## src/hw/input_map_pkg.sv

```systemverilog
// Player input map
package input_map_pkg;

	typedef enum logic [7:0] {
		GAME_GAUNTLET    = 8'd104,
		GAME_GAUNTLET2   = 8'd106,
		GAME_GAUNTLET_2P = 8'd107,
		GAME_VINDICATORS = 8'd118  // Tank controls
	} game_e;

	localparam logic [7:0] DL_INDEX_ROM  = 8'd0;
	localparam logic [7:0] DL_INDEX_GAME = 8'd1;

	// ########################################
	// Standard four-player map
	localparam logic [8:0] KEY_STD_P1_UP    = 9'h175;  // Arrows
	localparam logic [8:0] KEY_STD_P1_DOWN  = 9'h172;
	localparam logic [8:0] KEY_STD_P1_LEFT  = 9'h16B;
	localparam logic [8:0] KEY_STD_P1_RIGHT = 9'h174;
	localparam logic [8:0] KEY_STD_P1_FIRE  = 9'h014;  // Left ctrl
	localparam logic [8:0] KEY_STD_P1_MAGIC = 9'h011;  // Left alt
	localparam logic [8:0] KEY_STD_P2_UP    = 9'h02D;  // R F D G
	localparam logic [8:0] KEY_STD_P2_DOWN  = 9'h02B;
	localparam logic [8:0] KEY_STD_P2_LEFT  = 9'h023;
	localparam logic [8:0] KEY_STD_P2_RIGHT = 9'h034;
	localparam logic [8:0] KEY_STD_P2_FIRE  = 9'h01C;  // A
	localparam logic [8:0] KEY_STD_P2_MAGIC = 9'h01B;  // S
	localparam logic [8:0] KEY_STD_P3_UP    = 9'h043;  // I K J L
	localparam logic [8:0] KEY_STD_P3_DOWN  = 9'h042;
	localparam logic [8:0] KEY_STD_P3_LEFT  = 9'h03B;
	localparam logic [8:0] KEY_STD_P3_RIGHT = 9'h04B;
	localparam logic [8:0] KEY_STD_P3_FIRE  = 9'h114;  // Right ctrl
	localparam logic [8:0] KEY_STD_P3_MAGIC = 9'h059;  // Right shift
	localparam logic [8:0] KEY_STD_P4_UP    = 9'h075;  // Numpad 8 2 4 6
	localparam logic [8:0] KEY_STD_P4_DOWN  = 9'h072;
	localparam logic [8:0] KEY_STD_P4_LEFT  = 9'h06B;
	localparam logic [8:0] KEY_STD_P4_RIGHT = 9'h074;
	localparam logic [8:0] KEY_STD_P4_FIRE  = 9'h070;  // Numpad 0
	localparam logic [8:0] KEY_STD_P4_MAGIC = 9'h071;  // Numpad dot

	// Coins, both maps; tank map uses 1 and 2 only
	localparam logic [8:0] KEY_COIN1 = 9'h02E;  // 5
	localparam logic [8:0] KEY_COIN2 = 9'h036;  // 6
	localparam logic [8:0] KEY_COIN3 = 9'h03D;  // 7
	localparam logic [8:0] KEY_COIN4 = 9'h03E;  // 8

	// ########################################
	// Vindicators tank map
	localparam logic [8:0] KEY_TANK_P1_R_BACK  = 9'h023;  // D
	localparam logic [8:0] KEY_TANK_P1_L_BACK  = 9'h01B;  // S
	localparam logic [8:0] KEY_TANK_P1_R_FORW  = 9'h024;  // E
	localparam logic [8:0] KEY_TANK_P1_L_FORW  = 9'h01D;  // W
	localparam logic [8:0] KEY_TANK_P1_R_THUMB = 9'h02D;  // R
	localparam logic [8:0] KEY_TANK_P1_L_THUMB = 9'h015;  // Q
	localparam logic [8:0] KEY_TANK_P1_R_TRIG  = 9'h02B;  // F
	localparam logic [8:0] KEY_TANK_P1_L_TRIG  = 9'h01C;  // A
	localparam logic [8:0] KEY_TANK_P2_R_BACK  = 9'h042;  // K
	localparam logic [8:0] KEY_TANK_P2_L_BACK  = 9'h03B;  // J
	localparam logic [8:0] KEY_TANK_P2_R_FORW  = 9'h043;  // I
	localparam logic [8:0] KEY_TANK_P2_L_FORW  = 9'h03C;  // U
	localparam logic [8:0] KEY_TANK_P2_R_THUMB = 9'h044;  // O
	localparam logic [8:0] KEY_TANK_P2_L_THUMB = 9'h035;  // Y
	localparam logic [8:0] KEY_TANK_P2_R_TRIG  = 9'h04B;  // L
	localparam logic [8:0] KEY_TANK_P2_L_TRIG  = 9'h033;  // H
	localparam logic [8:0] KEY_TANK_P1_START   = 9'h016;  // 1
	localparam logic [8:0] KEY_TANK_P2_START   = 9'h01E;  // 2

	// Joystick word bits; 3:0 up down left right order reversed, 7:4 buttons
	localparam int JOY_COIN  = 8;
	localparam int JOY_START = 9;

	typedef struct packed {
		logic       toggle;   // Flips on every event
		logic       pressed;
		logic [8:0] code;
	} ps2_key_t;

	typedef logic [7:0] player_word_t;  // Active low

	typedef struct packed {
		logic service;
		logic coin1;
		logic coin2;
		logic coin3;
		logic coin4;
	} sys_word_t;  // Active low

	typedef struct packed {
		player_word_t p1;
		player_word_t p2;
		player_word_t p3;
		player_word_t p4;
		sys_word_t    sys;
	} player_bus_t;

endpackage

```

## src/hw/player_inputs.sv

```systemverilog
// Keyboard and joystick input merge
`timescale 1ns/1ps

module player_inputs (
	input  logic                        clk_sys,
	input  logic                        rst,
	input  input_map_pkg::game_e        game,
	input  input_map_pkg::ps2_key_t     key,
	input  logic [15:0]                 joy0,
	input  logic [15:0]                 joy1,
	input  logic [15:0]                 joy2,
	input  logic [15:0]                 joy3,
	input  logic                        service,
	output input_map_pkg::player_bus_t  players
);

	logic                        key_tgl_q;
	logic                        key_event;
	logic                        tank;  // Vindicators key map and treads
	input_map_pkg::player_word_t p1_k;  // Key latches, active high
	input_map_pkg::player_word_t p2_k;
	input_map_pkg::player_word_t p3_k;
	input_map_pkg::player_word_t p4_k;
	logic [3:0]                  coin_k;
	logic [3:0]                  tread0;
	logic [3:0]                  tread1;

	// Up down left right in, {R back, L back, R fwd, L fwd} out
	function automatic logic [3:0] tread_of(input logic [3:0] dir);
		case (dir)
			4'b1000: return 4'b0011;  // Up
			4'b1010: return 4'b0010;  // Up left
			4'b1001: return 4'b0001;  // Up right
			4'b0001: return 4'b1001;  // Right, spin
			4'b0100: return 4'b1100;  // Down
			4'b0101: return 4'b0100;  // Down right
			4'b0110: return 4'b1000;  // Down left
			4'b0010: return 4'b0110;  // Left, spin
			default: return 4'b0000;
		endcase
	endfunction

	assign tank      = game == input_map_pkg::GAME_VINDICATORS;
	assign key_event = key.toggle != key_tgl_q;
	assign tread0    = tread_of(joy0[3:0]);
	assign tread1    = tread_of(joy1[3:0]);

	// ########################################
	// Key latch
	always_ff @(posedge clk_sys) begin
		if (rst) begin
			key_tgl_q <= 1'b0;
			p1_k      <= '0;
			p2_k      <= '0;
			p3_k      <= '0;
			p4_k      <= '0;
			coin_k    <= '0;
		end else begin
			key_tgl_q <= key.toggle;
			if (key_event && tank) begin
				case (key.code)
					input_map_pkg::KEY_TANK_P1_R_BACK:  p1_k[7] <= key.pressed;
					input_map_pkg::KEY_TANK_P1_L_BACK:  p1_k[6] <= key.pressed;
					input_map_pkg::KEY_TANK_P1_R_FORW:  p1_k[5] <= key.pressed;
					input_map_pkg::KEY_TANK_P1_L_FORW:  p1_k[4] <= key.pressed;
					input_map_pkg::KEY_TANK_P1_R_THUMB: p1_k[3] <= key.pressed;
					input_map_pkg::KEY_TANK_P1_L_THUMB: p1_k[2] <= key.pressed;
					input_map_pkg::KEY_TANK_P1_R_TRIG:  p1_k[1] <= key.pressed;
					input_map_pkg::KEY_TANK_P1_L_TRIG:  p1_k[0] <= key.pressed;
					input_map_pkg::KEY_TANK_P2_R_BACK:  p2_k[7] <= key.pressed;
					input_map_pkg::KEY_TANK_P2_L_BACK:  p2_k[6] <= key.pressed;
					input_map_pkg::KEY_TANK_P2_R_FORW:  p2_k[5] <= key.pressed;
					input_map_pkg::KEY_TANK_P2_L_FORW:  p2_k[4] <= key.pressed;
					input_map_pkg::KEY_TANK_P2_R_THUMB: p2_k[3] <= key.pressed;
					input_map_pkg::KEY_TANK_P2_L_THUMB: p2_k[2] <= key.pressed;
					input_map_pkg::KEY_TANK_P2_R_TRIG:  p2_k[1] <= key.pressed;
					input_map_pkg::KEY_TANK_P2_L_TRIG:  p2_k[0] <= key.pressed;
					input_map_pkg::KEY_TANK_P1_START:   p3_k[0] <= key.pressed;
					input_map_pkg::KEY_TANK_P2_START:   p3_k[1] <= key.pressed;
					input_map_pkg::KEY_COIN1:           coin_k[0] <= key.pressed;
					input_map_pkg::KEY_COIN2:           coin_k[1] <= key.pressed;
					default: ;  // Other codes ignored in tank mode
				endcase
			end else if (key_event) begin
				case (key.code)
					input_map_pkg::KEY_STD_P1_UP:    p1_k[7] <= key.pressed;
					input_map_pkg::KEY_STD_P1_DOWN:  p1_k[6] <= key.pressed;
					input_map_pkg::KEY_STD_P1_LEFT:  p1_k[5] <= key.pressed;
					input_map_pkg::KEY_STD_P1_RIGHT: p1_k[4] <= key.pressed;
					input_map_pkg::KEY_STD_P1_FIRE:  p1_k[1] <= key.pressed;
					input_map_pkg::KEY_STD_P1_MAGIC: p1_k[0] <= key.pressed;
					input_map_pkg::KEY_STD_P2_UP:    p2_k[7] <= key.pressed;
					input_map_pkg::KEY_STD_P2_DOWN:  p2_k[6] <= key.pressed;
					input_map_pkg::KEY_STD_P2_LEFT:  p2_k[5] <= key.pressed;
					input_map_pkg::KEY_STD_P2_RIGHT: p2_k[4] <= key.pressed;
					input_map_pkg::KEY_STD_P2_FIRE:  p2_k[1] <= key.pressed;
					input_map_pkg::KEY_STD_P2_MAGIC: p2_k[0] <= key.pressed;
					input_map_pkg::KEY_STD_P3_UP:    p3_k[7] <= key.pressed;
					input_map_pkg::KEY_STD_P3_DOWN:  p3_k[6] <= key.pressed;
					input_map_pkg::KEY_STD_P3_LEFT:  p3_k[5] <= key.pressed;
					input_map_pkg::KEY_STD_P3_RIGHT: p3_k[4] <= key.pressed;
					input_map_pkg::KEY_STD_P3_FIRE:  p3_k[1] <= key.pressed;
					input_map_pkg::KEY_STD_P3_MAGIC: p3_k[0] <= key.pressed;
					input_map_pkg::KEY_STD_P4_UP:    p4_k[7] <= key.pressed;
					input_map_pkg::KEY_STD_P4_DOWN:  p4_k[6] <= key.pressed;
					input_map_pkg::KEY_STD_P4_LEFT:  p4_k[5] <= key.pressed;
					input_map_pkg::KEY_STD_P4_RIGHT: p4_k[4] <= key.pressed;
					input_map_pkg::KEY_STD_P4_FIRE:  p4_k[1] <= key.pressed;
					input_map_pkg::KEY_STD_P4_MAGIC: p4_k[0] <= key.pressed;
					input_map_pkg::KEY_COIN1:        coin_k[0] <= key.pressed;
					input_map_pkg::KEY_COIN2:        coin_k[1] <= key.pressed;
					input_map_pkg::KEY_COIN3:        coin_k[2] <= key.pressed;
					input_map_pkg::KEY_COIN4:        coin_k[3] <= key.pressed;
					default: ;
				endcase
			end
		end
	end

	// ########################################
	// Merge with joysticks, active low out
	always_ff @(posedge clk_sys) begin
		if (rst) begin
			players <= '1;  // Nothing pressed
		end else begin
			players.sys.service <= ~service;
			players.sys.coin1   <= ~(coin_k[0] | joy0[input_map_pkg::JOY_COIN]);
			players.sys.coin2   <= ~(coin_k[1] | joy1[input_map_pkg::JOY_COIN]);
			players.sys.coin3   <= ~(coin_k[2] | joy2[input_map_pkg::JOY_COIN]);
			players.sys.coin4   <= ~(coin_k[3] | joy3[input_map_pkg::JOY_COIN]);
			if (tank) begin
				players.p1 <= ~(p1_k | {tread0, joy0[7:4]});
				players.p2 <= ~(p2_k | {tread1, joy1[7:4]});
				players.p3 <= ~(p3_k | {6'b0, joy1[input_map_pkg::JOY_START],
					joy0[input_map_pkg::JOY_START]});
				players.p4 <= ~p4_k;  // Keys only
			end else begin
				players.p1 <= ~(p1_k | {joy0[3:0], joy0[7:4]});  // Up down left right, buttons
				players.p2 <= ~(p2_k | {joy1[3:0], joy1[7:4]});
				players.p3 <= ~(p3_k | {joy2[3:0], joy2[7:4]});
				players.p4 <= ~(p4_k | {joy3[3:0], joy3[7:4]});
			end
		end
	end

endmodule

```

## config.mk

```make
export PLATFORM = sky130hd
export DESIGN_NAME = player_inputs
export DESIGN_NICKNAME = d
export VERILOG_FILES = /design/src/hw/input_map_pkg.sv /design/src/hw/player_inputs.sv
export SDC_FILE = /design/constraint.sdc
export NUM_CORES = 1
export LEC_CHECK = 0
export ABC_AREA = 1
export BUFFER_PORTS_ARGS = -buffer_cell sky130_fd_sc_hd__buf_2
export CORE_ASPECT_RATIO = 0.8
export CORE_MARGIN = 10
export CORE_UTILIZATION = 53
export DETAILED_ROUTE_END_ITERATION = 10
export PLACE_DENSITY = 0.9
export SETUP_SLACK_MARGIN = 0.3
export SLEW_MARGIN = 5
export SYNTH_ARGS = -nofsm -noshare
export SYNTH_HDL_FRONTEND = slang
export SYNTH_SLANG_ARGS = --single-unit
```

## constraint.sdc

```tcl
create_clock -name clk_sys -period 2.7 [get_ports clk_sys]
set_input_delay 0.54 -clock clk_sys [delete_from_list [all_inputs] [get_ports clk_sys]]
set_output_delay 0.54 -clock clk_sys [all_outputs]
set_load 0.05 [all_outputs]
```

# ---- Yosys cells after proc, flatten, opt, wreduce, memory -nomap -nowiden
# Memories as Yosys holds them, arrays and structs flattened.
# Cells that the tools add are included.
dict set report totals {
  ff_bits 70
  mem_bits_ro 128
  input_bits 86
  output_inout_bits 37
  word_cells 206
  n_memories 2
}
dict set report op_classes {
  n_eq_ne 53
  muxes 39
  n_bitwise 25
  n_reduce_logical 46
}
# memory words width rd rd_ports_with_merged_regs wr line_no
set memory_table {}
lappend memory_table {{(no name shown)} 16 4 1 0 0 player_inputs.sv:30} ;# case (dir)
lappend memory_table {{(no name shown)} 16 4 1 0 0 player_inputs.sv:30}
# cell count
set ops {}
lappend ops {{== test 9 x 6 -> 1 bit, second input constant} 13}
lappend ops {{== test 9 x 7 -> 1 bit, second input constant} 11}
lappend ops {{AND reduction 3 bit} 26}
lappend ops {{== test 9 x 5 -> 1 bit, second input constant} 8}
lappend ops {{inverter 8 bit} 8}
lappend ops {{bitwise OR 8 bit} 6}
lappend ops {{== test 9 bit, second input constant} 5}
lappend ops {{2-to-1 mux 32 bit} 1}
lappend ops {{nonzero test 2 bit} 15}
lappend ops {{!= test 2 x 1 -> 1 bit, second input constant} 14}
lappend ops {{2-to-1 mux 1 bit} 26}
lappend ops {{2-to-1 mux 2 bit} 8}
lappend ops {{2-to-1 mux 4 bit} 4}
lappend ops {{== test 8 x 7 -> 1 bit, second input constant} 1}
lappend ops {{bitwise OR 8 x 2 -> 8 bit} 1}
lappend ops {{AND reduction 2 bit} 4}
lappend ops {{inverter 1 bit} 6}
lappend ops {{bitwise OR 1 bit} 4}
lappend ops {{logical AND 1 bit} 1}
lappend ops {{!= test 1 bit} 1}

# ---- Logic depth before layout (Yosys ltp)
dict set report depth {
  ltp_word 4
  mapped_depth 10
  depth_no_buf 10
}

# ---- Worst setup path after synthesis
# Ideal clock, no wire load.
dict set report synth_timing {
  path_kind {input port to flip-flop}
  from {input game[7]}
  to {register players[25] in the netlist's numbering}
  setup_ns 0.125
  arrival_ns 1.361
  t_required_ns 2.575
  setup_slack_ns 1.214
  cell_stages 9
  path_buffers 1
  cell_sequence {inv_2 nand2_1 nor2_4 nand2_4 buf_6 o21ai_0 inv_1 o21bai_1 nand2_1}
}
dict set report synth_via {
  elab_chain_cells 2
}
# item line_no
set synth_rtl {}
lappend synth_rtl {{from (decl)} player_inputs.sv:7} ;# input input_map_pkg::game_e game,
lappend synth_rtl {{== test 8 x 7 -> 1 bit} player_inputs.sv:43} ;# assign tank = game == input_map_pkg::GAME_VINDICATORS;
lappend synth_rtl {{2-to-1 mux 32 bit} player_inputs.sv:131} ;# if (tank) begin
lappend synth_rtl {{to (decl)} player_inputs.sv:14} ;# output input_map_pkg::player_bus_t players
# Every way passes these cells.
# A chain may end at the register's enable or synchronous reset.

# ---- Worst setup path after layout
dict set report layout_timing {
  from {input game[1]}
  to {register players[17] in the netlist's numbering}
}
# The elaborated chain is that of the path after synthesis.

==> results by group <==
Hold path
  – WHS Endpoint: players[7]$_SDFF_PP1_
  – Min-delay src: joy3[6]
  – Classification of the worst-slack hold path: input pin to register
  – Hold Path Cell Cnt: 2

Synth
  – Warning count from the yosys run: 0
  – Cell accounting for the most synthesized area: dfxtp_1
  – Share of synthesized registers carrying an async set or reset: 0
  – Part of the Yosys area used for sequential elements: 0.434
  – Synth Cell Area: 0.00323 mm2
  – Post-synthesis cell count: 459
  – Synth area leaders: dfxtp_1, nand2_1, nor2_1
  – Synthesized area per cell: 7.03 um2
  – Top cell type's share of synthesized area: 0.434
  – Count of unique library cells instantiated by Yosys: 31
  – Dominant cell by count in the synthesized netlist: nand2_1
  – Synth cell count leaders: nand2_1, dfxtp_1, nor2_1, inv_1, nand3_1
  – Primary flip-flop cell chosen by synthesis mapping: dfxtp_1
  – Syn_nets: 545
  – Synth Register Bits: 70
  – Number of enable-type register cells in the synthesized netlist: 0

Setup path
  – Critical path data required time: 2.88 ns
  – Terminus of the critical flop-to-flop path: p2_k[0]$_SDFFE_PP0P_
  – Launch point of the worst reg-to-reg path: key_tgl_q$_SDFF_PP0_
  – Cell type of the slowest stage on the worst timing path: nor2_1
  – Cell repeated most along the worst path: nand2_1
  – Cell-by-cell trace of the critical path: buf_2 -> nand2_1 -> inv_1 -> nand2_1 -> nor2_2 -> nor2_1 -> a22oi_1
  – R2R depth: 8
  – Category of the worst setup path capture point: register
  – Worst setup path class: input pin to register
  – R2R Setup Slk: 1.06 ns
  – Startpoint Class: input pin
  – Data arrival time of the worst path: 1.83 ns
  – CP peak stage delay: 0.68 ns
  – Largest fanout of any net on the critical path: 14

Timing
  – Skew final: 0.00637 ns
  – Time the final worst path needs with I/O delays and setup: 1.65 ns
  – Setup Viol. Count Final: 0
  – Fin Setup TNS: 0 ns
  – Fin. Hold Viols: 0
  – Fmax: 604 MHz
  – Setup repair after global routing missed its margin: false
  – Worst max-slew margin expressed relative to the limit: 0.412
  – Actual slew at the worst max-slew pin: 0.879 ns
  – Period utilization: 0.613
  – Final slew viol count: 0
  – Least setup slack across all paths after layout: 1.05 ns

GRT
  – Via count of the first global-routing pass: 3,199
  – Antenna violations before repair: 0
  – Aggregate global routing overflow: 0
  – Wire length of the first global-routing pass: 15,100 um
  – Aggregate global-route resource usage: 0.191
  – Maximum number of pins on one net before global-route repair: 38

Floorplanning
  – Die area: 0.00963 mm2
  – Die X: 107 um
  – Floorplan Core Area: 0.00591 mm2
  – Die H: 89.8 um
  – Standard-cell rows: 25
  – Number of primary I/O pins: 123
  – Initial core utilization: 0.546

CTS
  – Quantity of gates resized following cts: 0
  – Total clock buffers created by CTS: 9
  – Number of H-tree levels: 3
  – Clock transition at path regs: 0.07 ns
  – CTS Hold Bufs: 0
  – Clock sinks: 70
  – Root buffer cell: clkbuf_8
  – Latest clock arrival within the worst-skew pair: 0.35 ns
  – CTS tree: built
  – Number of buffers inserted to repair setup after CTS: 0
  – Longest Clk Path Bufs: 2

Placed design
  – DP HPWL: 7170 um
  – Minimum setup slack after placement: 0.625 ns
  – Port buffer count: 96
  – Global placer's final weighted congestion: 0.991

Drt
  – Final WL: 9300 um
  – Overall via count from detail_route: 3,253
  – Post-route antenna net violation count: 0
  – Vias per std cell: 5.10
  – Remaining routing DRC violations: 0
  – DRT Pass-1 Iters: 5
  – Count of routing violations after the opening detailed-route iteration: 219
  – Average wire per standard cell: 14.6 um

Layout
  – Antenna diode count: 0
  – Layout overhead on the synthesized area: 22.4%
  – Fraction of layout cells with a size suffix above 1: 0.241
  – Final net count: 639

Flow run
  – Max Cap Violations: 0

Pwr
  – Leakage power summed over all cells: 0.00183 uW
  – Worst supply voltage drop on vdd: 368 uV
  – Cell Pwr Density: 613 mW/mm2

Status
  – Run status: finished, final reports clean
[per-layer routing]
layer / GRT usage / part of all wire / up-vias
li1: - / - / 1667
met2: 0.309 / 0.47 / 111
met3: 0.0806 / 0.093 / 17
met1: 0.224 / 0.43 / 1458
met4: 0.0495 / 0.0098 / 0
met5: 0 / 0 / -
[worst max-delay path by stage]
stage | startpoint | cells after the start | endpoint | slack [ns]
final | game[1] | 7 | players[17]$_SDFF_PP1_ | 1.05
after global routing | game[1] | 7 | players[12]$_SDFF_PP1_ | 0.79
after CTS | game[1] | 7 | players[17]$_SDFF_PP1_ | 0.99
after detailed placement | game[1] | 7 | players[17]$_SDFF_PP1_ | 0.62
after global placement | game[2] | 7 | players[11]$_SDFF_PP1_ | 0.78
after floorplan | game[7] | 9 | players[25]$_SDFF_PP1_ | 1.21
[through the flow]
step           total power (uW)  cell area [um2]  utilization  hold slack [ns]  cells
2_1_floorplan              1310             3230            -            0.413    459
3_5_place_dp               1410             3710        0.627            0.432    623
3_3_place_gp               1400             3710        0.627            0.429    623
6_report                   2420             3950        0.669            0.341    638
5_1_grt                    2510             3950        0.669            0.338    638
4_1_cts                    2430             3950        0.669            0.336    638
[cell families after synthesis]
| family | Yosys count | share of synthesized area |
|---|---|---|
| buffers and inverters | 73 | 0.105 |
| AO/OA/AOI/OAI | 77 | 0.129 |
| flip-flops | 70 | 0.434 |
| AND/OR/NAND/NOR | 239 | 0.331 |
[layout make-up]
| type | count | area (um2) |
|---|---|---|
| fill | 529 | 1960 |
| multi-input combinational | 316 | 1490 |
| clock buffer | 10 | 138 |
| inverter | 58 | 223 |
| timing repair buffer | 98 | 495 |
| sequential | 70 | 1400 |
| tap | 81 | 101 |
| clock inverter | 5 | 106 |
[critical path, delay by kind of cell]
| kind | cells | cell delay, ns |
|---|---|---|
| buffers and inverters | 2 | 0.16 |
| and+or+nand+nor | 4 | 0.95 |
| AOI/OAI and AO/OA | 1 | 0.17 |
[power by group]
part	total [uW]	switching, uW	internal (uW)
Sequential	1070	6.61	1060
Combinational	319	236	82.6
Clock	1030	397	636
[sequential cells by signal (all words and copies together), names as in the netlist]
| signal | flops |
|---|---|
| players | 37 |
| p3_k | 6 |
| p1_k | 8 |
| coin_k | 4 |
| p2_k | 8 |
| p4_k | 6 |
| key_tgl_q | 1 |
[placed cells by master (no fill, tap or decap), drive strengths merged, types with 2 or more instances in the layout]
cell	count
a21oi	34
a22oi	10
buf	98
bufinv	3
clkbuf	10
clkinv	3
dfxtp	70
inv	56
nand2	105
nand3	46
nand4	9
nor2	76
o211ai	2
o21ai	30
Power figures use the tool's default switching activity.
