$ cat src/hw/input_map_pkg.sv
// Player input map
package input_map_pkg;

	typedef enum logic [7:0] {
		GAME_GAUNTLET    = 8'd104,
		GAME_GAUNTLET2   = 8'd106,
		GAME_GAUNTLET_2P = 8'd107,
		GAME_VINDICATORS = 8'd118  // Tank controls
	} game_e;

	localparam logic [7:0] DL_INDEX_ROM  = 8'd0;
	localparam logic [7:0] DL_INDEX_GAME = 8'd1;

	// ########################################
	// Standard four-player map
	localparam logic [8:0] KEY_STD_P1_UP    = 9'h175;  // Arrows
	localparam logic [8:0] KEY_STD_P1_DOWN  = 9'h172;
	localparam logic [8:0] KEY_STD_P1_LEFT  = 9'h16B;
	localparam logic [8:0] KEY_STD_P1_RIGHT = 9'h174;
	localparam logic [8:0] KEY_STD_P1_FIRE  = 9'h014;  // Left ctrl
	localparam logic [8:0] KEY_STD_P1_MAGIC = 9'h011;  // Left alt
	localparam logic [8:0] KEY_STD_P2_UP    = 9'h02D;  // R F D G
	localparam logic [8:0] KEY_STD_P2_DOWN  = 9'h02B;
	localparam logic [8:0] KEY_STD_P2_LEFT  = 9'h023;
	localparam logic [8:0] KEY_STD_P2_RIGHT = 9'h034;
	localparam logic [8:0] KEY_STD_P2_FIRE  = 9'h01C;  // A
	localparam logic [8:0] KEY_STD_P2_MAGIC = 9'h01B;  // S
	localparam logic [8:0] KEY_STD_P3_UP    = 9'h043;  // I K J L
	localparam logic [8:0] KEY_STD_P3_DOWN  = 9'h042;
	localparam logic [8:0] KEY_STD_P3_LEFT  = 9'h03B;
	localparam logic [8:0] KEY_STD_P3_RIGHT = 9'h04B;
	localparam logic [8:0] KEY_STD_P3_FIRE  = 9'h114;  // Right ctrl
	localparam logic [8:0] KEY_STD_P3_MAGIC = 9'h059;  // Right shift
	localparam logic [8:0] KEY_STD_P4_UP    = 9'h075;  // Numpad 8 2 4 6
	localparam logic [8:0] KEY_STD_P4_DOWN  = 9'h072;
	localparam logic [8:0] KEY_STD_P4_LEFT  = 9'h06B;
	localparam logic [8:0] KEY_STD_P4_RIGHT = 9'h074;
	localparam logic [8:0] KEY_STD_P4_FIRE  = 9'h070;  // Numpad 0
	localparam logic [8:0] KEY_STD_P4_MAGIC = 9'h071;  // Numpad dot

	// Coins, both maps; tank map uses 1 and 2 only
	localparam logic [8:0] KEY_COIN1 = 9'h02E;  // 5
	localparam logic [8:0] KEY_COIN2 = 9'h036;  // 6
	localparam logic [8:0] KEY_COIN3 = 9'h03D;  // 7
	localparam logic [8:0] KEY_COIN4 = 9'h03E;  // 8

	// ########################################
	// Vindicators tank map
	localparam logic [8:0] KEY_TANK_P1_R_BACK  = 9'h023;  // D
	localparam logic [8:0] KEY_TANK_P1_L_BACK  = 9'h01B;  // S
	localparam logic [8:0] KEY_TANK_P1_R_FORW  = 9'h024;  // E
	localparam logic [8:0] KEY_TANK_P1_L_FORW  = 9'h01D;  // W
	localparam logic [8:0] KEY_TANK_P1_R_THUMB = 9'h02D;  // R
	localparam logic [8:0] KEY_TANK_P1_L_THUMB = 9'h015;  // Q
	localparam logic [8:0] KEY_TANK_P1_R_TRIG  = 9'h02B;  // F
	localparam logic [8:0] KEY_TANK_P1_L_TRIG  = 9'h01C;  // A
	localparam logic [8:0] KEY_TANK_P2_R_BACK  = 9'h042;  // K
	localparam logic [8:0] KEY_TANK_P2_L_BACK  = 9'h03B;  // J
	localparam logic [8:0] KEY_TANK_P2_R_FORW  = 9'h043;  // I
	localparam logic [8:0] KEY_TANK_P2_L_FORW  = 9'h03C;  // U
	localparam logic [8:0] KEY_TANK_P2_R_THUMB = 9'h044;  // O
	localparam logic [8:0] KEY_TANK_P2_L_THUMB = 9'h035;  // Y
	localparam logic [8:0] KEY_TANK_P2_R_TRIG  = 9'h04B;  // L
	localparam logic [8:0] KEY_TANK_P2_L_TRIG  = 9'h033;  // H
	localparam logic [8:0] KEY_TANK_P1_START   = 9'h016;  // 1
	localparam logic [8:0] KEY_TANK_P2_START   = 9'h01E;  // 2

	// Joystick word bits; 3:0 up down left right order reversed, 7:4 buttons
	localparam int JOY_COIN  = 8;
	localparam int JOY_START = 9;

	typedef struct packed {
		logic       toggle;   // Flips on every event
		logic       pressed;
		logic [8:0] code;
	} ps2_key_t;

	typedef logic [7:0] player_word_t;  // Active low

	typedef struct packed {
		logic service;
		logic coin1;
		logic coin2;
		logic coin3;
		logic coin4;
	} sys_word_t;  // Active low

	typedef struct packed {
		player_word_t p1;
		player_word_t p2;
		player_word_t p3;
		player_word_t p4;
		sys_word_t    sys;
	} player_bus_t;

endpackage

$ cat src/hw/rom_map_pkg.sv
// ROM download map
package rom_map_pkg;

	localparam int PROG_WORD_AW   = 19;  // CPU program word address
	localparam int BANK_AW_WIDE   = 15;  // 32K words per bank
	localparam int BANK_AW_NARROW = 14;  // 16K words, 10A/10B only
	localparam int ROM_DW         = 16;

	typedef enum logic [2:0] {
		BANK_9A_9B,
		BANK_10A_10B,
		BANK_7A_7B,
		BANK_6A_6B,
		BANK_5A_5B,
		BANK_3A_3B
	} prog_bank_e;

	// ########################################
	// Download windows, byte addresses
	localparam logic [24:0] DL_BASE_9A_9B   = 25'h0C0000;
	localparam logic [24:0] DL_BASE_10A_10B = 25'h0F0000;  // Filler behind it up to 0FFFFF
	localparam logic [24:0] DL_BASE_7A_7B   = 25'h100000;
	localparam logic [24:0] DL_BASE_6A_6B   = 25'h110000;
	localparam logic [24:0] DL_BASE_5A_5B   = 25'h120000;
	localparam logic [24:0] DL_BASE_3A_3B   = 25'h130000;
	localparam logic [24:0] DL_SIZE_WIDE    = 25'h010000;  // 64 KB
	localparam logic [24:0] DL_SIZE_NARROW  = 25'h008000;  // 32 KB

	// ########################################
	// Read regions, prog_addr[18:15] or [18:14]
	localparam logic [3:0] REGION_9A_9B   = 4'b0000;
	localparam logic [4:0] REGION_10A_10B = 5'b00110;
	localparam logic [3:0] REGION_7A_7B   = 4'b0100;
	localparam logic [3:0] REGION_6A_6B   = 4'b0101;
	localparam logic [3:0] REGION_5A_5B   = 4'b0110;
	localparam logic [3:0] REGION_3A_3B   = 4'b0111;
	localparam logic [4:0] REGION_NONE    = 5'b11111;  // Unmapped, reads zero

	typedef struct packed {
		logic        download;  // Level, high during transfer
		logic        wr;        // Byte strobe
		logic [7:0]  index;
		logic [24:0] addr;
		logic [7:0]  dout;
	} ioctl_t;

	typedef struct packed {
		logic                    valid;
		prog_bank_e              bank;
		logic [BANK_AW_WIDE-1:0] addr;  // Word address within bank
		logic [ROM_DW-1:0]       data;
	} rom_wr_t;

endpackage
$ cat src/hw/rom_loader.sv
// ROM download decoder
`timescale 1ns/1ps

module rom_loader (
	input  logic                 clk_sys,
	input  logic                 rst,
	input  rom_map_pkg::ioctl_t  ioctl,
	output rom_map_pkg::rom_wr_t rom_wr,
	output input_map_pkg::game_e game
);

	logic [7:0]              acc;         // Previous ROM byte, becomes high half
	logic                    rom_strobe;  // Index 0 byte during download
	logic                    win_hit;
	rom_map_pkg::prog_bank_e win_bank;
	logic [24:0]             win_offset;  // Byte offset inside the window

	function automatic logic [24:0] base_of(input rom_map_pkg::prog_bank_e bank);
		case (bank)
			rom_map_pkg::BANK_10A_10B: return rom_map_pkg::DL_BASE_10A_10B;
			rom_map_pkg::BANK_7A_7B:   return rom_map_pkg::DL_BASE_7A_7B;
			rom_map_pkg::BANK_6A_6B:   return rom_map_pkg::DL_BASE_6A_6B;
			rom_map_pkg::BANK_5A_5B:   return rom_map_pkg::DL_BASE_5A_5B;
			rom_map_pkg::BANK_3A_3B:   return rom_map_pkg::DL_BASE_3A_3B;
			default:                   return rom_map_pkg::DL_BASE_9A_9B;
		endcase
	endfunction

	function automatic logic in_window(
		input logic [24:0]             addr,
		input rom_map_pkg::prog_bank_e bank
	);
		logic [24:0] size;
		// Only 10A/10B is half size, the rest of its 64K is filler
		size = (bank == rom_map_pkg::BANK_10A_10B) ?
			rom_map_pkg::DL_SIZE_NARROW : rom_map_pkg::DL_SIZE_WIDE;
		return addr >= base_of(bank) && addr < base_of(bank) + size;
	endfunction

	// ########################################
	// Window decode
	assign rom_strobe = ioctl.wr && ioctl.download &&
		ioctl.index == input_map_pkg::DL_INDEX_ROM;

	always_comb begin
		win_hit  = 1'b0;
		win_bank = rom_map_pkg::BANK_9A_9B;
		for (int i = 0; i < 6; i++) begin
			if (in_window(ioctl.addr, rom_map_pkg::prog_bank_e'(i))) begin
				win_hit  = 1'b1;
				win_bank = rom_map_pkg::prog_bank_e'(i);
			end
		end
	end

	assign win_offset = ioctl.addr - base_of(win_bank);

	// ########################################
	// Word write and game variant
	always_ff @(posedge clk_sys) begin
		rom_wr.bank <= win_bank;  // Payload, qualified by valid
		rom_wr.addr <= win_offset[15:1];
		rom_wr.data <= {acc, ioctl.dout};  // Even byte high, odd byte low
		if (rst) begin
			acc          <= '0;
			rom_wr.valid <= 1'b0;
			game         <= input_map_pkg::GAME_GAUNTLET;
		end else begin
			rom_wr.valid <= rom_strobe && ioctl.addr[0] && win_hit;  // One cycle pulse
			if (rom_strobe)
				acc <= ioctl.dout;
			if (ioctl.wr && ioctl.index == input_map_pkg::DL_INDEX_GAME)
				game <= input_map_pkg::game_e'(ioctl.dout);
		end
	end

endmodule

$ cat config.mk
export PLATFORM = sky130hd
export DESIGN_NAME = rom_loader
export DESIGN_NICKNAME = d
export VERILOG_FILES = /design/src/hw/input_map_pkg.sv /design/src/hw/rom_map_pkg.sv /design/src/hw/rom_loader.sv
export SDC_FILE = /design/constraint.sdc
export NUM_CORES = 1
export LEC_CHECK = 0
export ABC_CLOCK_PERIOD_IN_PS = 1100
export BUFFER_PORTS_ARGS = -buffer_cell sky130_fd_sc_hd__buf_2
export CAP_MARGIN = 40
export CORE_AREA = 4 4 66 68
export DETAILED_ROUTE_END_ITERATION = 8
export DIE_AREA = 0 0 70 72
export HOLD_SLACK_MARGIN = 0.15
export PLACE_DENSITY = 0.79
export SLEW_MARGIN = 10
export SYNTH_ARGS = -nofsm -noshare
export SYNTH_HDL_FRONTEND = slang
export SYNTH_SLANG_ARGS = --single-unit
$ cat constraint.sdc
create_clock -name clk_sys -period 1.1 [get_ports clk_sys]
set_input_delay 0.055 -clock clk_sys [delete_from_list [all_inputs] [get_ports clk_sys]]
set_output_delay 0.055 -clock clk_sys [all_outputs]
set_load 0.1 [all_outputs]
* After elaboration in Yosys (flattened, before gate mapping) *
Index checks and enable logic that the tools add are counted.

storage, ports and cells
  input port bits = 45
  bits in registers = 51
  logic and storage cells = 43
  output and inout port bits = 43

operators by class
  order comparisons = 12
  reductions and logical operators = 12
  multiplexer cells = 11
  equality and inequality tests = 1
  add/sub/neg operators = 1

operators by type and width
  cell                      number
  $ge A25 B21 Y1 const B    4
  $lt A25 B21 Y1 const B    4
  $ge A25 B20 Y1 const B    2
  $lt A25 B20 Y1 const B    2
  $sub A16 B16 Y16 const B  1
  $logic_and A1 B1 Y1       11
  $eq A8 B1 Y1 const B      1
  $logic_not A8 Y1          1
  $mux W1                   7
  $mux W3                   2
  $mux W2                   2

* Depth between registers and ports, before layout *
Gate-level depths: netlist of run 1.

  depth after elaboration = 9
  gate-level depth with buffers = 4
  gate-level depth less buffers = 3

* Worst setup path after synthesis of run 1 *
Ideal clock, no wire load.

  path type = reg-to-reg
  from = reg, netlist name game[0]
  to = reg game[0]
  cell stages (with the launch flop) = 3
  arrival = 1.160 ns
  setup time = 0.072 ns
  clock period less this slack = 1.232 ns
  path buffers = 0
  required time = 1.028 ns
  slack = -0.132 ns
  cell sequence = dfxtp_1 nand2b_1 mux2i_1

RTL lines
  element                 line              text
  end signal: assignment  rom_loader.sv:67  game <= input_map_pkg::GAME_GAUNTLET;
  end signal: assignment  rom_loader.sv:73  game <= input_map_pkg::game_e'(ioctl.dout);
  end: declaration        rom_loader.sv:9   output input_map_pkg::game_e game

* Worst setup path in the final report of run 1 *
  from = reg rom_wr[26] in the netlist's numbering
  to = out rom_wr[26] in the netlist's numbering

RTL lines
  element             line             text
  start: declaration  rom_loader.sv:8  output rom_map_pkg::rom_wr_t rom_wr,

No word-level cell between the ends.

==> results of run 1 <==
[placed cells by master, fill, tap and decap left out]
master                           n
sky130_fd_sc_hd__nor2b_1         1
sky130_fd_sc_hd__and3_1          1
sky130_fd_sc_hd__buf_4           4
sky130_fd_sc_hd__nor4_1          1
sky130_fd_sc_hd__o2111a_1        1
sky130_fd_sc_hd__or2_2           1
sky130_fd_sc_hd__and4b_1         1
sky130_fd_sc_hd__nor2_1          7
sky130_fd_sc_hd__nand3_1         1
sky130_fd_sc_hd__nor4b_4         1
sky130_fd_sc_hd__buf_2          45
sky130_fd_sc_hd__and3_2          1
sky130_fd_sc_hd__mux2i_1        16
sky130_fd_sc_hd__clkinv_2        1
sky130_fd_sc_hd__clkbuf_8        5
sky130_fd_sc_hd__dfxtp_2         8
sky130_fd_sc_hd__nor4_4          1
sky130_fd_sc_hd__dfxtp_1        43
sky130_fd_sc_hd__nor4b_1         1
sky130_fd_sc_hd__nand2_1         2
sky130_fd_sc_hd__clkbuf_1        2
sky130_fd_sc_hd__clkbuf_4       28
sky130_fd_sc_hd__nand4b_1        1
sky130_fd_sc_hd__a211oi_2        1
sky130_fd_sc_hd__nand3b_1        1
sky130_fd_sc_hd__nor3b_2         1
sky130_fd_sc_hd__o211a_1         1
sky130_fd_sc_hd__nand2b_1       21
sky130_fd_sc_hd__dlygate4sd3_1  31
sky130_fd_sc_hd__buf_12         14
[final cells by class]
class / instances / area share, %
multi-input combinational: 62 / 18.0
sequential: 51 / 37.9
clock inverter: 1 / 0.184
timing repair buffer: 122 / 38.8
tap: 50 / 2.30
clock buffer: 7 / 2.81
[metal layers]
metal  wire [um]  part of all wire [%]  global-route usage, %  vias up
li1            -                     -                      -      638
met1        1440                    39                   16.5      550
met2        1770                    48                   25.0       67
met3         423                    11                   6.65        7
met4          46                   1.3                   5.11        0
met5           0                     0                      0        -
[state kept, by name, indices dropped and copies added, names as in the netlist]
name / count
acc: 8
game: 8
rom_wr: 35
[timing repair]
action                                  CTS  global route
endpoints found under the setup margin    1            30
gates resized for setup                   1            30
endpoints found under the hold margin    43             1
hold buffers                             30             1
[power groups by stage]
stage                     Sequential, mW  Clock, mW  Combinational (mW)
after CTS                           1.90       1.04               0.628
after global placement              1.94          0               0.544
after detailed placement            1.95          0               0.550
final                               1.90      0.986               0.654
after floorplan                     2.28          0              0.0510
after global routing                1.91       1.09               0.683
[metrics by stage]
| step | cell area, um2 | total power [mW] | hold slack (ps) | worst slack (ps) | setup TNS, ps |
|---|---|---|---|---|---|
| 2_1_floorplan | 1540 | 2.33 | 82.7 | 136 | 0 |
| 3_3_place_gp | 2250 | 2.49 | 158 | -16.6 | -70.8 |
| 3_5_place_dp | 2250 | 2.49 | 159 | -53.2 | -269 |
| 4_1_cts | 2630 | 3.57 | 143 | 1.97 | 0 |
| 5_1_grt | 2720 | 3.68 | 171 | -9.20 | -11.1 |
| 6_report | 2720 | 3.54 | 164 | 28.9 | 0 |
[final timing paths]
path               from    endpoint  slack [ps]  cells after the start
max          rom_wr[26]  rom_wr[26]          30                      1
min           ioctl[31]  rom_wr[34]         160                      4
max reg2reg     game[3]     game[3]         470                      2
min reg2reg      acc[3]  rom_wr[11]         360                      0
[cell families after synthesis]
logic type             count (synthesis)  share of synthesized area (%)
DFF                                   51                           66.7
and+or+nand+nor                       43                           19.0
muxes                                 16                           10.5
buffers and inverters                  5                           1.96
AOI/OAI and AO/OA                      3                           1.88
==> impl_metrics.env, run 1 <==
export IMPL_critical_path_startpoint_type="flop"
export IMPL_post_synth_top_count_cell="sky130_fd_sc_hd__dfxtp_1"
export IMPL_timing_critical_path_slowest_cell_delay_ps=420
export IMPL_final_min_clock_period_ps=1070
export IMPL_syn_to_final_growth_pct=77.8
export IMPL_via_count_of_the_first_global_routing_pass=1349
export IMPL_core_rowCount=23
export IMPL_synth_lib_cells_used_distinct=24
export IMPL_cellLeakagePower_nw=1.23
export IMPL_post_synth_inst_count=118
export IMPL_grt_first_pass_wirelength_mm=5.89
export IMPL_postSynth_asyncResetShare_pct=0
export IMPL_numCtsBuffers=5
export IMPL_initialDrtViolationCount=13
export IMPL_n_fill_cell=276
export IMPL_post_cts_setup_inserts=0
export IMPL_critical_path_slowest_cell="sky130_fd_sc_hd__buf_2"
export IMPL_die_width_um=70
export IMPL_largest_net_degree_at_the_start_of_global_routing=29
export IMPL_firstDrtPassIters=3
export IMPL_max_cap_violations=0
export IMPL_synth_ff_type="sky130_fd_sc_hd__dfxtp_1"
export IMPL_grt_overflow_total=0
export IMPL_postSynthRegisterBits=51
export IMPL_seqCellArea_mm2=0.00103
export IMPL_final_min_period_over_clock_period_pct=97.4
export IMPL_synth_warning_count=0
export IMPL_cellPowerDensity_mw_per_mm2=1300
export IMPL_leading_cell_types_by_total_area_after_synthesis="sky130_fd_sc_hd__dfxtp_1, sky130_fd_sc_hd__mux2i_1, sky130_fd_sc_hd__nand2b_1"
export IMPL_cts_htree_levels=2
export IMPL_critPathArrivalTime_ps=1020
export IMPL_post_layout_nonfiller_instances=293
export IMPL_swShare_pct=27.9
export IMPL_crit_required_ps=1040
export IMPL_post_route_util_pct=70.5
export IMPL_drtAntennaViolNets=0
export IMPL_grtUsageTotal_pct=14.7
export IMPL_multiInputGateArea_um2=489
export IMPL_n_antenna_cell=0
export IMPL_starting_density_pct=39.7
export IMPL_synthesis_area_per_instance_um2=13.0
export IMPL_timing_critical_path_fanout_max=1
export IMPL_io_pins=88
export IMPL_clkTransAtPathRegs_ps=80
export IMPL_endpoint_kind="primary output"
export IMPL_routed_wl_mm=3.68
export IMPL_p_comb_share_pct=18.5
export IMPL_vias_per_cell=4.31
export IMPL_yosysSeqAreaShare_pct=66.7
export IMPL_status="finished clean"
export IMPL_fp_dieArea_mm2=0.00504
export IMPL_numPlacedInstances=254
export IMPL_netSwitchingPower_mw=0.989
export IMPL_ctsRootBufferMaster="sky130_fd_sc_hd__clkbuf_8"
export IMPL_numClockSinks=51
export IMPL_yosys_area_top_type_share_pct=66.7
export IMPL_tritoncts="done"
export IMPL_crit_chain="buf_2"
export IMPL_hold_violations=0
export IMPL_share_clk_of_total_power_pct=27.8
export IMPL_max_slew_margin_rel_pct=67.7
export IMPL_number_of_enable_type_register_cells_in_the_synthesized_netlist=0
export IMPL_timing_hold_worst_class="in -> reg"
export IMPL_vias=1262
export IMPL_ctsLongestPathBuffers=2
export IMPL_timing_critical_path_buf_inv=1
export IMPL_port_buffer_cells=87
export IMPL_maxSlewViolCount=0
export IMPL_critical_path_type="reg -> out"
export IMPL_power_report_internal_total_mw=2.55
export IMPL_synth_fp_nets=163
export IMPL_worst_path_dominant_cell_family="buffers and inverters"
export IMPL_tightest_pin_transition_ps=488
export IMPL_clock_skew_ps=3.64
export IMPL_clkLatencyLatePin_ps=290
export IMPL_ir_worst_vdd_v=0.000737
export IMPL_maximum_clock_rate_ghz=0.934
export IMPL_post_synth_instance_area_mm2=0.00153
export IMPL_post_route_drc_count=0
export IMPL_design_final_nets=287
export IMPL_routabilityCongestion=0.669
export IMPL_die_height_um=72
export IMPL_seq_power_share_pct=53.7
export IMPL_synth_largest_area_cell="sky130_fd_sc_hd__dfxtp_1"
export IMPL_post_route_cells_drive_above_1_share_pct=45.7
export IMPL_setup_viol=0
export IMPL_wl_per_cell_um=12.6
export IMPL_synth_common_cells="sky130_fd_sc_hd__dfxtp_1, sky130_fd_sc_hd__nand2b_1, sky130_fd_sc_hd__mux2i_1, sky130_fd_sc_hd__nor2_1, sky130_fd_sc_hd__clkbuf_1"
export IMPL_hpwlAfterDp_mm=2.39
export IMPL_core_area_mm2=0.00386
export IMPL_antenna_violations_before_repair=0
No activity file was read; power rests on OpenSTA's default activity.
==> inputs of run 2 (changes only) <==
==> constraint.sdc (replaced) <==
create_clock -name clk_sys -period 1.1 [get_ports clk_sys]
set_input_delay 0.22 -clock clk_sys [delete_from_list [all_inputs] [get_ports clk_sys]]
set_output_delay 0.22 -clock clk_sys [all_outputs]
set_load 0.1 [all_outputs]
==> run 2 against run 1 <==
Compared with the run above:
- global-route usage is 3.0 points higher
- cell count fell by 2.0%
- wire length grew 15%
- clock skew rose by 3.3 ps
- hold slack improved by 28 ps
- core utilization grew 9.5 points
- critical path depth grew 4
- non-clock buffer count fell by 5
- power grew 10%
- setup slack got worse by 17 ps
- sequential power is 2% higher
- clock power up 24%
- largest cell class unchanged
- highest routed layer unchanged
==> impl_metrics.env, run 2 (same netlist as run 1, synthesis figures left out) <==
export IMPL_io_pins=88
export IMPL_largest_net_degree_at_the_start_of_global_routing=29
export IMPL_finished_layout_cell_area_mm2=0.00309
export IMPL_drtAntennaViolNets=0
export IMPL_timing_critical_path_slowest_cell_delay_ps=300
export IMPL_max_slew_margin_rel_pct=71.5
export IMPL_timing_critical_path_buf_inv=2
export IMPL_layout_top_registers="rom_wr x35, acc x8, game x8"
export IMPL_clkTransAtPathRegs_ps=80
export IMPL_netSwitchingPower_mw=1.03
export IMPL_post_cts_setup_inserts=0
export IMPL_cts_htree_levels=2
export IMPL_cellPowerDensity_mw_per_mm2=1270
export IMPL_die_width_um=70
export IMPL_vias=1277
export IMPL_power_report_internal_total_mw=2.88
export IMPL_post_route_cells_drive_above_1_share_pct=62.0
export IMPL_setup_viol=0
export IMPL_maxSlewViolCount=0
export IMPL_core_rowCount=23
export IMPL_critical_path_slowest_cell="sky130_fd_sc_hd__nor4b_4"
export IMPL_pre_cts_ws_ps=-253
export IMPL_post_route_drc_count=0
export IMPL_die_height_um=72
export IMPL_ctsRootBufferMaster="sky130_fd_sc_hd__clkbuf_8"
export IMPL_timing_critical_path_fanout_max=5
export IMPL_seqCellArea_mm2=0.00108
export IMPL_hpwlAfterDp_mm=3.14
export IMPL_total_power_mw=3.91
export IMPL_grt_overflow_total=0
export IMPL_grt_first_pass_wirelength_mm=6.87
export IMPL_p_comb_share_pct=19.2
export IMPL_crit_chain="buf_2, nor4b_4, buf_4, and3_2, mux2i_1"
export IMPL_worst_path_dominant_cell_family="simple AND/OR/NAND/NOR gates"
export IMPL_maximum_clock_rate_ghz=0.919
export IMPL_critical_path_type="in -> reg"
export IMPL_fp_dieArea_mm2=0.00504
export IMPL_timing_hold_worst_class="in -> reg"
export IMPL_clkLatencyLatePin_ps=290
export IMPL_firstDrtPassIters=4
export IMPL_holdWs_ps=192
export IMPL_ir_worst_vdd_v=0.00101
export IMPL_commonest_cells_after_routing_fill_and_taps_aside="sky130_fd_sc_hd__buf_2, sky130_fd_sc_hd__buf_12, sky130_fd_sc_hd__dfxtp_2"
export IMPL_antenna_violations_before_repair=0
export IMPL_clock_skew_ps=6.90
export IMPL_post_dp_cell_area_mm2=0.00275
export IMPL_multiInputGateArea_um2=479
export IMPL_design_final_nets=282
export IMPL_final_ws_setup_ps=11.8
export IMPL_max_cap_violations=0
export IMPL_n_fill_cell=208
export IMPL_syn_to_final_growth_pct=102
export IMPL_cellLeakagePower_nw=1.35
export IMPL_largest_register="rom_wr"
export IMPL_numClockSinks=51
export IMPL_seq_power_share_pct=49.5
export IMPL_initialDrtViolationCount=56
export IMPL_final_min_period_over_clock_period_pct=98.9
export IMPL_post_route_util_pct=80.0
export IMPL_routed_wl_mm=4.22
export IMPL_via_count_of_the_first_global_routing_pass=1403
export IMPL_starting_density_pct=39.7
export IMPL_vias_per_cell=4.45
export IMPL_critPathArrivalTime_ps=1310
export IMPL_critical_path_startpoint_type="primary input"
export IMPL_share_clk_of_total_power_pct=31.3
export IMPL_crit_required_ps=1320
export IMPL_hold_violations=0
export IMPL_final_min_clock_period_ps=1090
export IMPL_setup_tns_ps=0
export IMPL_post_layout_nonfiller_instances=287
export IMPL_endpoint_kind="flop"
export IMPL_grt_setup_unrepaired="no"
export IMPL_grtUsageTotal_pct=17.7
export IMPL_ctsLongestPathBuffers=2
export IMPL_tritoncts="done"
export IMPL_status="finished clean"
export IMPL_tightest_pin_transition_ps=426
export IMPL_wl_per_cell_um=14.7
export IMPL_port_buffer_cells=87
export IMPL_numPlacedInstances=257
export IMPL_n_antenna_cell=0
export IMPL_most_common_library_cell_in_the_layout_ignoring_fill_and_taps="sky130_fd_sc_hd__buf_2"
export IMPL_numCtsBuffers=5
export IMPL_routabilityCongestion=0.694
export IMPL_swShare_pct=26.3
export IMPL_largest_register_ffs=35
export IMPL_core_area_mm2=0.00386
## run 2: timing repair
action / 4_1_cts / 5_1_grt
setup endpoints to repair: 0 / 1
endpoints found under the hold margin: 23 / 0
hold buffers: 23 / 0
gates resized for setup: 0 / 1
## run 2: worst paths after layout
path | to | cells past startpoint | slack (ps) | from
worst min register to register | rom_wr[14] | 0 | 350 | acc[6]
worst min-delay path | rom_wr[32] | 3 | 190 | ioctl[25]
worst max register to register | game[6] | 2 | 420 | game[6]
worst max-delay path | game[6] | 5 | 10 | ioctl[34]
## run 2: worst register-to-register path, cell delays in order, from the launching register on
cell	delay, ps
sky130_fd_sc_hd__dfxtp_2	340
sky130_fd_sc_hd__nor2_1	130
sky130_fd_sc_hd__mux2i_1	90
## run 2: layout make-up
type / count / area share [%]
multi-input combinational: 62 / 15.5
tap: 50 / 2.03
clock buffer: 6 / 2.35
clock inverter: 1 / 0.973
sequential: 51 / 34.9
timing repair buffer: 117 / 44.2
## run 2: routing by layer
layer | vias up | global-route usage (%) | share of wire, %
met2 | 71 | 32.1 | 51
met5 | - | 0 | 0
li1 | 628 | - | -
met4 | 0 | 7.02 | 1.4
met1 | 570 | 17.7 | 37
met3 | 8 | 7.89 | 10
## run 2: power by group through the flow
stage                     Combinational [mW]  Sequential, mW  Clock, mW
after floorplan                       0.0510            2.29          0
after global placement                 0.678            1.98          0
after detailed placement               0.690            1.98          0
after CTS                              0.754            1.94       1.27
after global routing                   0.779            1.94       1.34
final                                  0.752            1.94       1.22
==> inputs of run 3 (changes only) <==
- CELL_PAD_IN_SITES_DETAIL_PLACEMENT: not set -> 1
- CELL_PAD_IN_SITES_GLOBAL_PLACEMENT: not set -> 1
- CORE_AREA: 4 4 66 68 -> 4 4 76 78
- DIE_AREA: 0 0 70 72 -> 0 0 80 82
- PLACE_DENSITY: 0.79 -> 0.78
==> run 3 against run 2 <==
Compared with the run above:
- clock skew down 5.5 ps
- flip-flop and latch count unchanged
- cell area up 1.9%
- wire length up 11%
- critical path type is now reg -> out
- largest cell class unchanged
- largest power group unchanged
==> impl_metrics.env, run 3 (same netlist as run 1, synthesis figures left out) <==
export IMPL_timing_critical_path_buf_inv=1
export IMPL_post_route_drc_count=0
export IMPL_antenna_violations_before_repair=0
export IMPL_crit_required_ps=880
export IMPL_crit_reg2reg_launch="game[7]"
export IMPL_critical_path_type="reg -> out"
export IMPL_grt_setup_unrepaired="yes"
export IMPL_post_layout_nonfiller_instances=309
export IMPL_design_final_nets=284
export IMPL_maxSlewViolCount=0
export IMPL_total_power_mw=3.95
export IMPL_cellLeakagePower_nw=1.36
export IMPL_ir_worst_vdd_v=0.000834
export IMPL_tightest_pin_transition_ps=278
export IMPL_final_min_period_over_clock_period_pct=96.7
export IMPL_clkTransAtPathRegs_ps=80
export IMPL_status="finished clean"
export IMPL_endpoint_kind="primary output"
export IMPL_fp_dieArea_mm2=0.00656
export IMPL_n_fill_cell=510
export IMPL_numPlacedInstances=278
export IMPL_max_slew_margin_rel_pct=81.3
export IMPL_post_cts_setup_inserts=0
export IMPL_worst_path_dominant_cell_family="flip-flops"
export IMPL_hold_path_endpoint="rom_wr[33]"
export IMPL_core_area_mm2=0.00507
export IMPL_timing_critical_path_from="game[3]"
export IMPL_core_rowCount=26
export IMPL_timing_critical_path_fanout_max=2
export IMPL_layout_top_registers="rom_wr x35, acc x8, game x8"
export IMPL_largest_net_degree_at_the_start_of_global_routing=29
export IMPL_clock_skew_ps=1.45
export IMPL_starting_density_pct=30.2
export IMPL_max_cap_violations=0
export IMPL_largest_register="rom_wr"
export IMPL_ctsLongestPathBuffers=2
export IMPL_routed_wl_mm=4.68
export IMPL_post_dp_cell_area_mm2=0.00280
export IMPL_cts_htree_levels=2
export IMPL_numClockSinks=51
export IMPL_vias_per_cell=4.27
export IMPL_r2r_setup_slack_ps=460
export IMPL_port_buffer_cells=87
export IMPL_r2r_cells=2
export IMPL_initialDrtViolationCount=24
export IMPL_wl_per_cell_um=15.1
export IMPL_hold_start="ioctl[25]"
export IMPL_critical_path_slowest_cell="sky130_fd_sc_hd__dfxtp_2"
export IMPL_crit_chain="buf_12"
export IMPL_critPathArrivalTime_ps=840
export IMPL_syn_to_final_growth_pct=105
export IMPL_commonest_cells_after_routing_fill_and_taps_aside="sky130_fd_sc_hd__buf_2, sky130_fd_sc_hd__buf_12, sky130_fd_sc_hd__dfxtp_2"
export IMPL_hpwlAfterDp_mm=3.46
export IMPL_critical_path_startpoint_type="flop"
export IMPL_clkLatencyLatePin_ps=300
export IMPL_drtAntennaViolNets=0
export IMPL_io_pins=88
export IMPL_setup_viol=0
export IMPL_hold_violations=0
export IMPL_grt_first_pass_wirelength_mm=7.34
export IMPL_worst_hold_path_num_cells=2
export IMPL_final_min_clock_period_ps=1060
export IMPL_setup_tns_ps=0
export IMPL_die_height_um=82
export IMPL_numCtsBuffers=5
export IMPL_n_antenna_cell=0
export IMPL_via_count_of_the_first_global_routing_pass=1495
export IMPL_cellPowerDensity_mw_per_mm2=1250
export IMPL_tritoncts="done"
export IMPL_post_route_cells_drive_above_1_share_pct=61.9
export IMPL_maximum_clock_rate_ghz=0.940
export IMPL_firstDrtPassIters=4
export IMPL_die_width_um=80
export IMPL_timing_critical_path_slowest_cell_delay_ps=370
export IMPL_vias=1320
export IMPL_ctsRootBufferMaster="sky130_fd_sc_hd__clkbuf_8"
export IMPL_routabilityCongestion=0.771
export IMPL_grt_overflow_total=0
export IMPL_finished_layout_cell_area_mm2=0.00314
export IMPL_critical_path_reg2reg_endpoint="game[7]"
export IMPL_largest_register_ffs=35
export IMPL_grtUsageTotal_pct=15.3
export IMPL_timing_hold_worst_class="in -> reg"
## run 3: changes by cell type in the layout (fill, tap and decap cells not counted), sizes merged
cell / delta
dlygate4sd3: +1
buf: +1
## run 3: worst max path at each step
stage	end	depth (start not counted)
final	game[3]	1
after global routing	game[3]	1
after CTS	game[7]	5
after detailed placement	game[7]	5
after global placement	game[5]	5
after floorplan	acc[0]	4
## run 3: worst register-to-register path, stage by stage (launching register included)
cell	delay, ps
sky130_fd_sc_hd__dfxtp_4	370
sky130_fd_sc_hd__nand2b_1	50
sky130_fd_sc_hd__mux2i_1	140
## run 3: area by class of cell
cell class	instances	area, um2	share of cell area, %
timing repair buffer	119	1390	44.3
clock buffer	6	72.6	2.31
multi-input combinational	62	483	15.4
clock inverter	1	30.0	0.955
tap	70	87.6	2.79
sequential	51	1080	34.3
## run 3: stage by stage
step                      hold slack [ps]  worst slack, ps  utilization [%]
after floorplan                       248            -5.18                -
after global placement                323             -227             55.1
after detailed placement              324             -304             55.1
after CTS                             210             12.6             61.8
after global routing                  220            -5.27             62.0
final                                 219             35.8             62.0
## run 3: report_power, final
group / internal [mW] / leakage, nW / switching (mW)
logic: 0.326 / 0.885 / 0.441
clock network: 0.667 / 0.0513 / 0.577
registers: 1.90 / 0.427 / 0.0376
## run 3: metal layers
layer	GRT usage (%)	part of all wire [%]
met1	13.7	32
met2	29.4	56
met3	8.55	11
met4	4.22	1.8
met5	0	0
## run 3: repair_timing
action,in CTS,in global routing
hold endpoints to repair,24,0
resized for setup,0,2
setup endpoints to repair,0,7
hold buffers,24,0
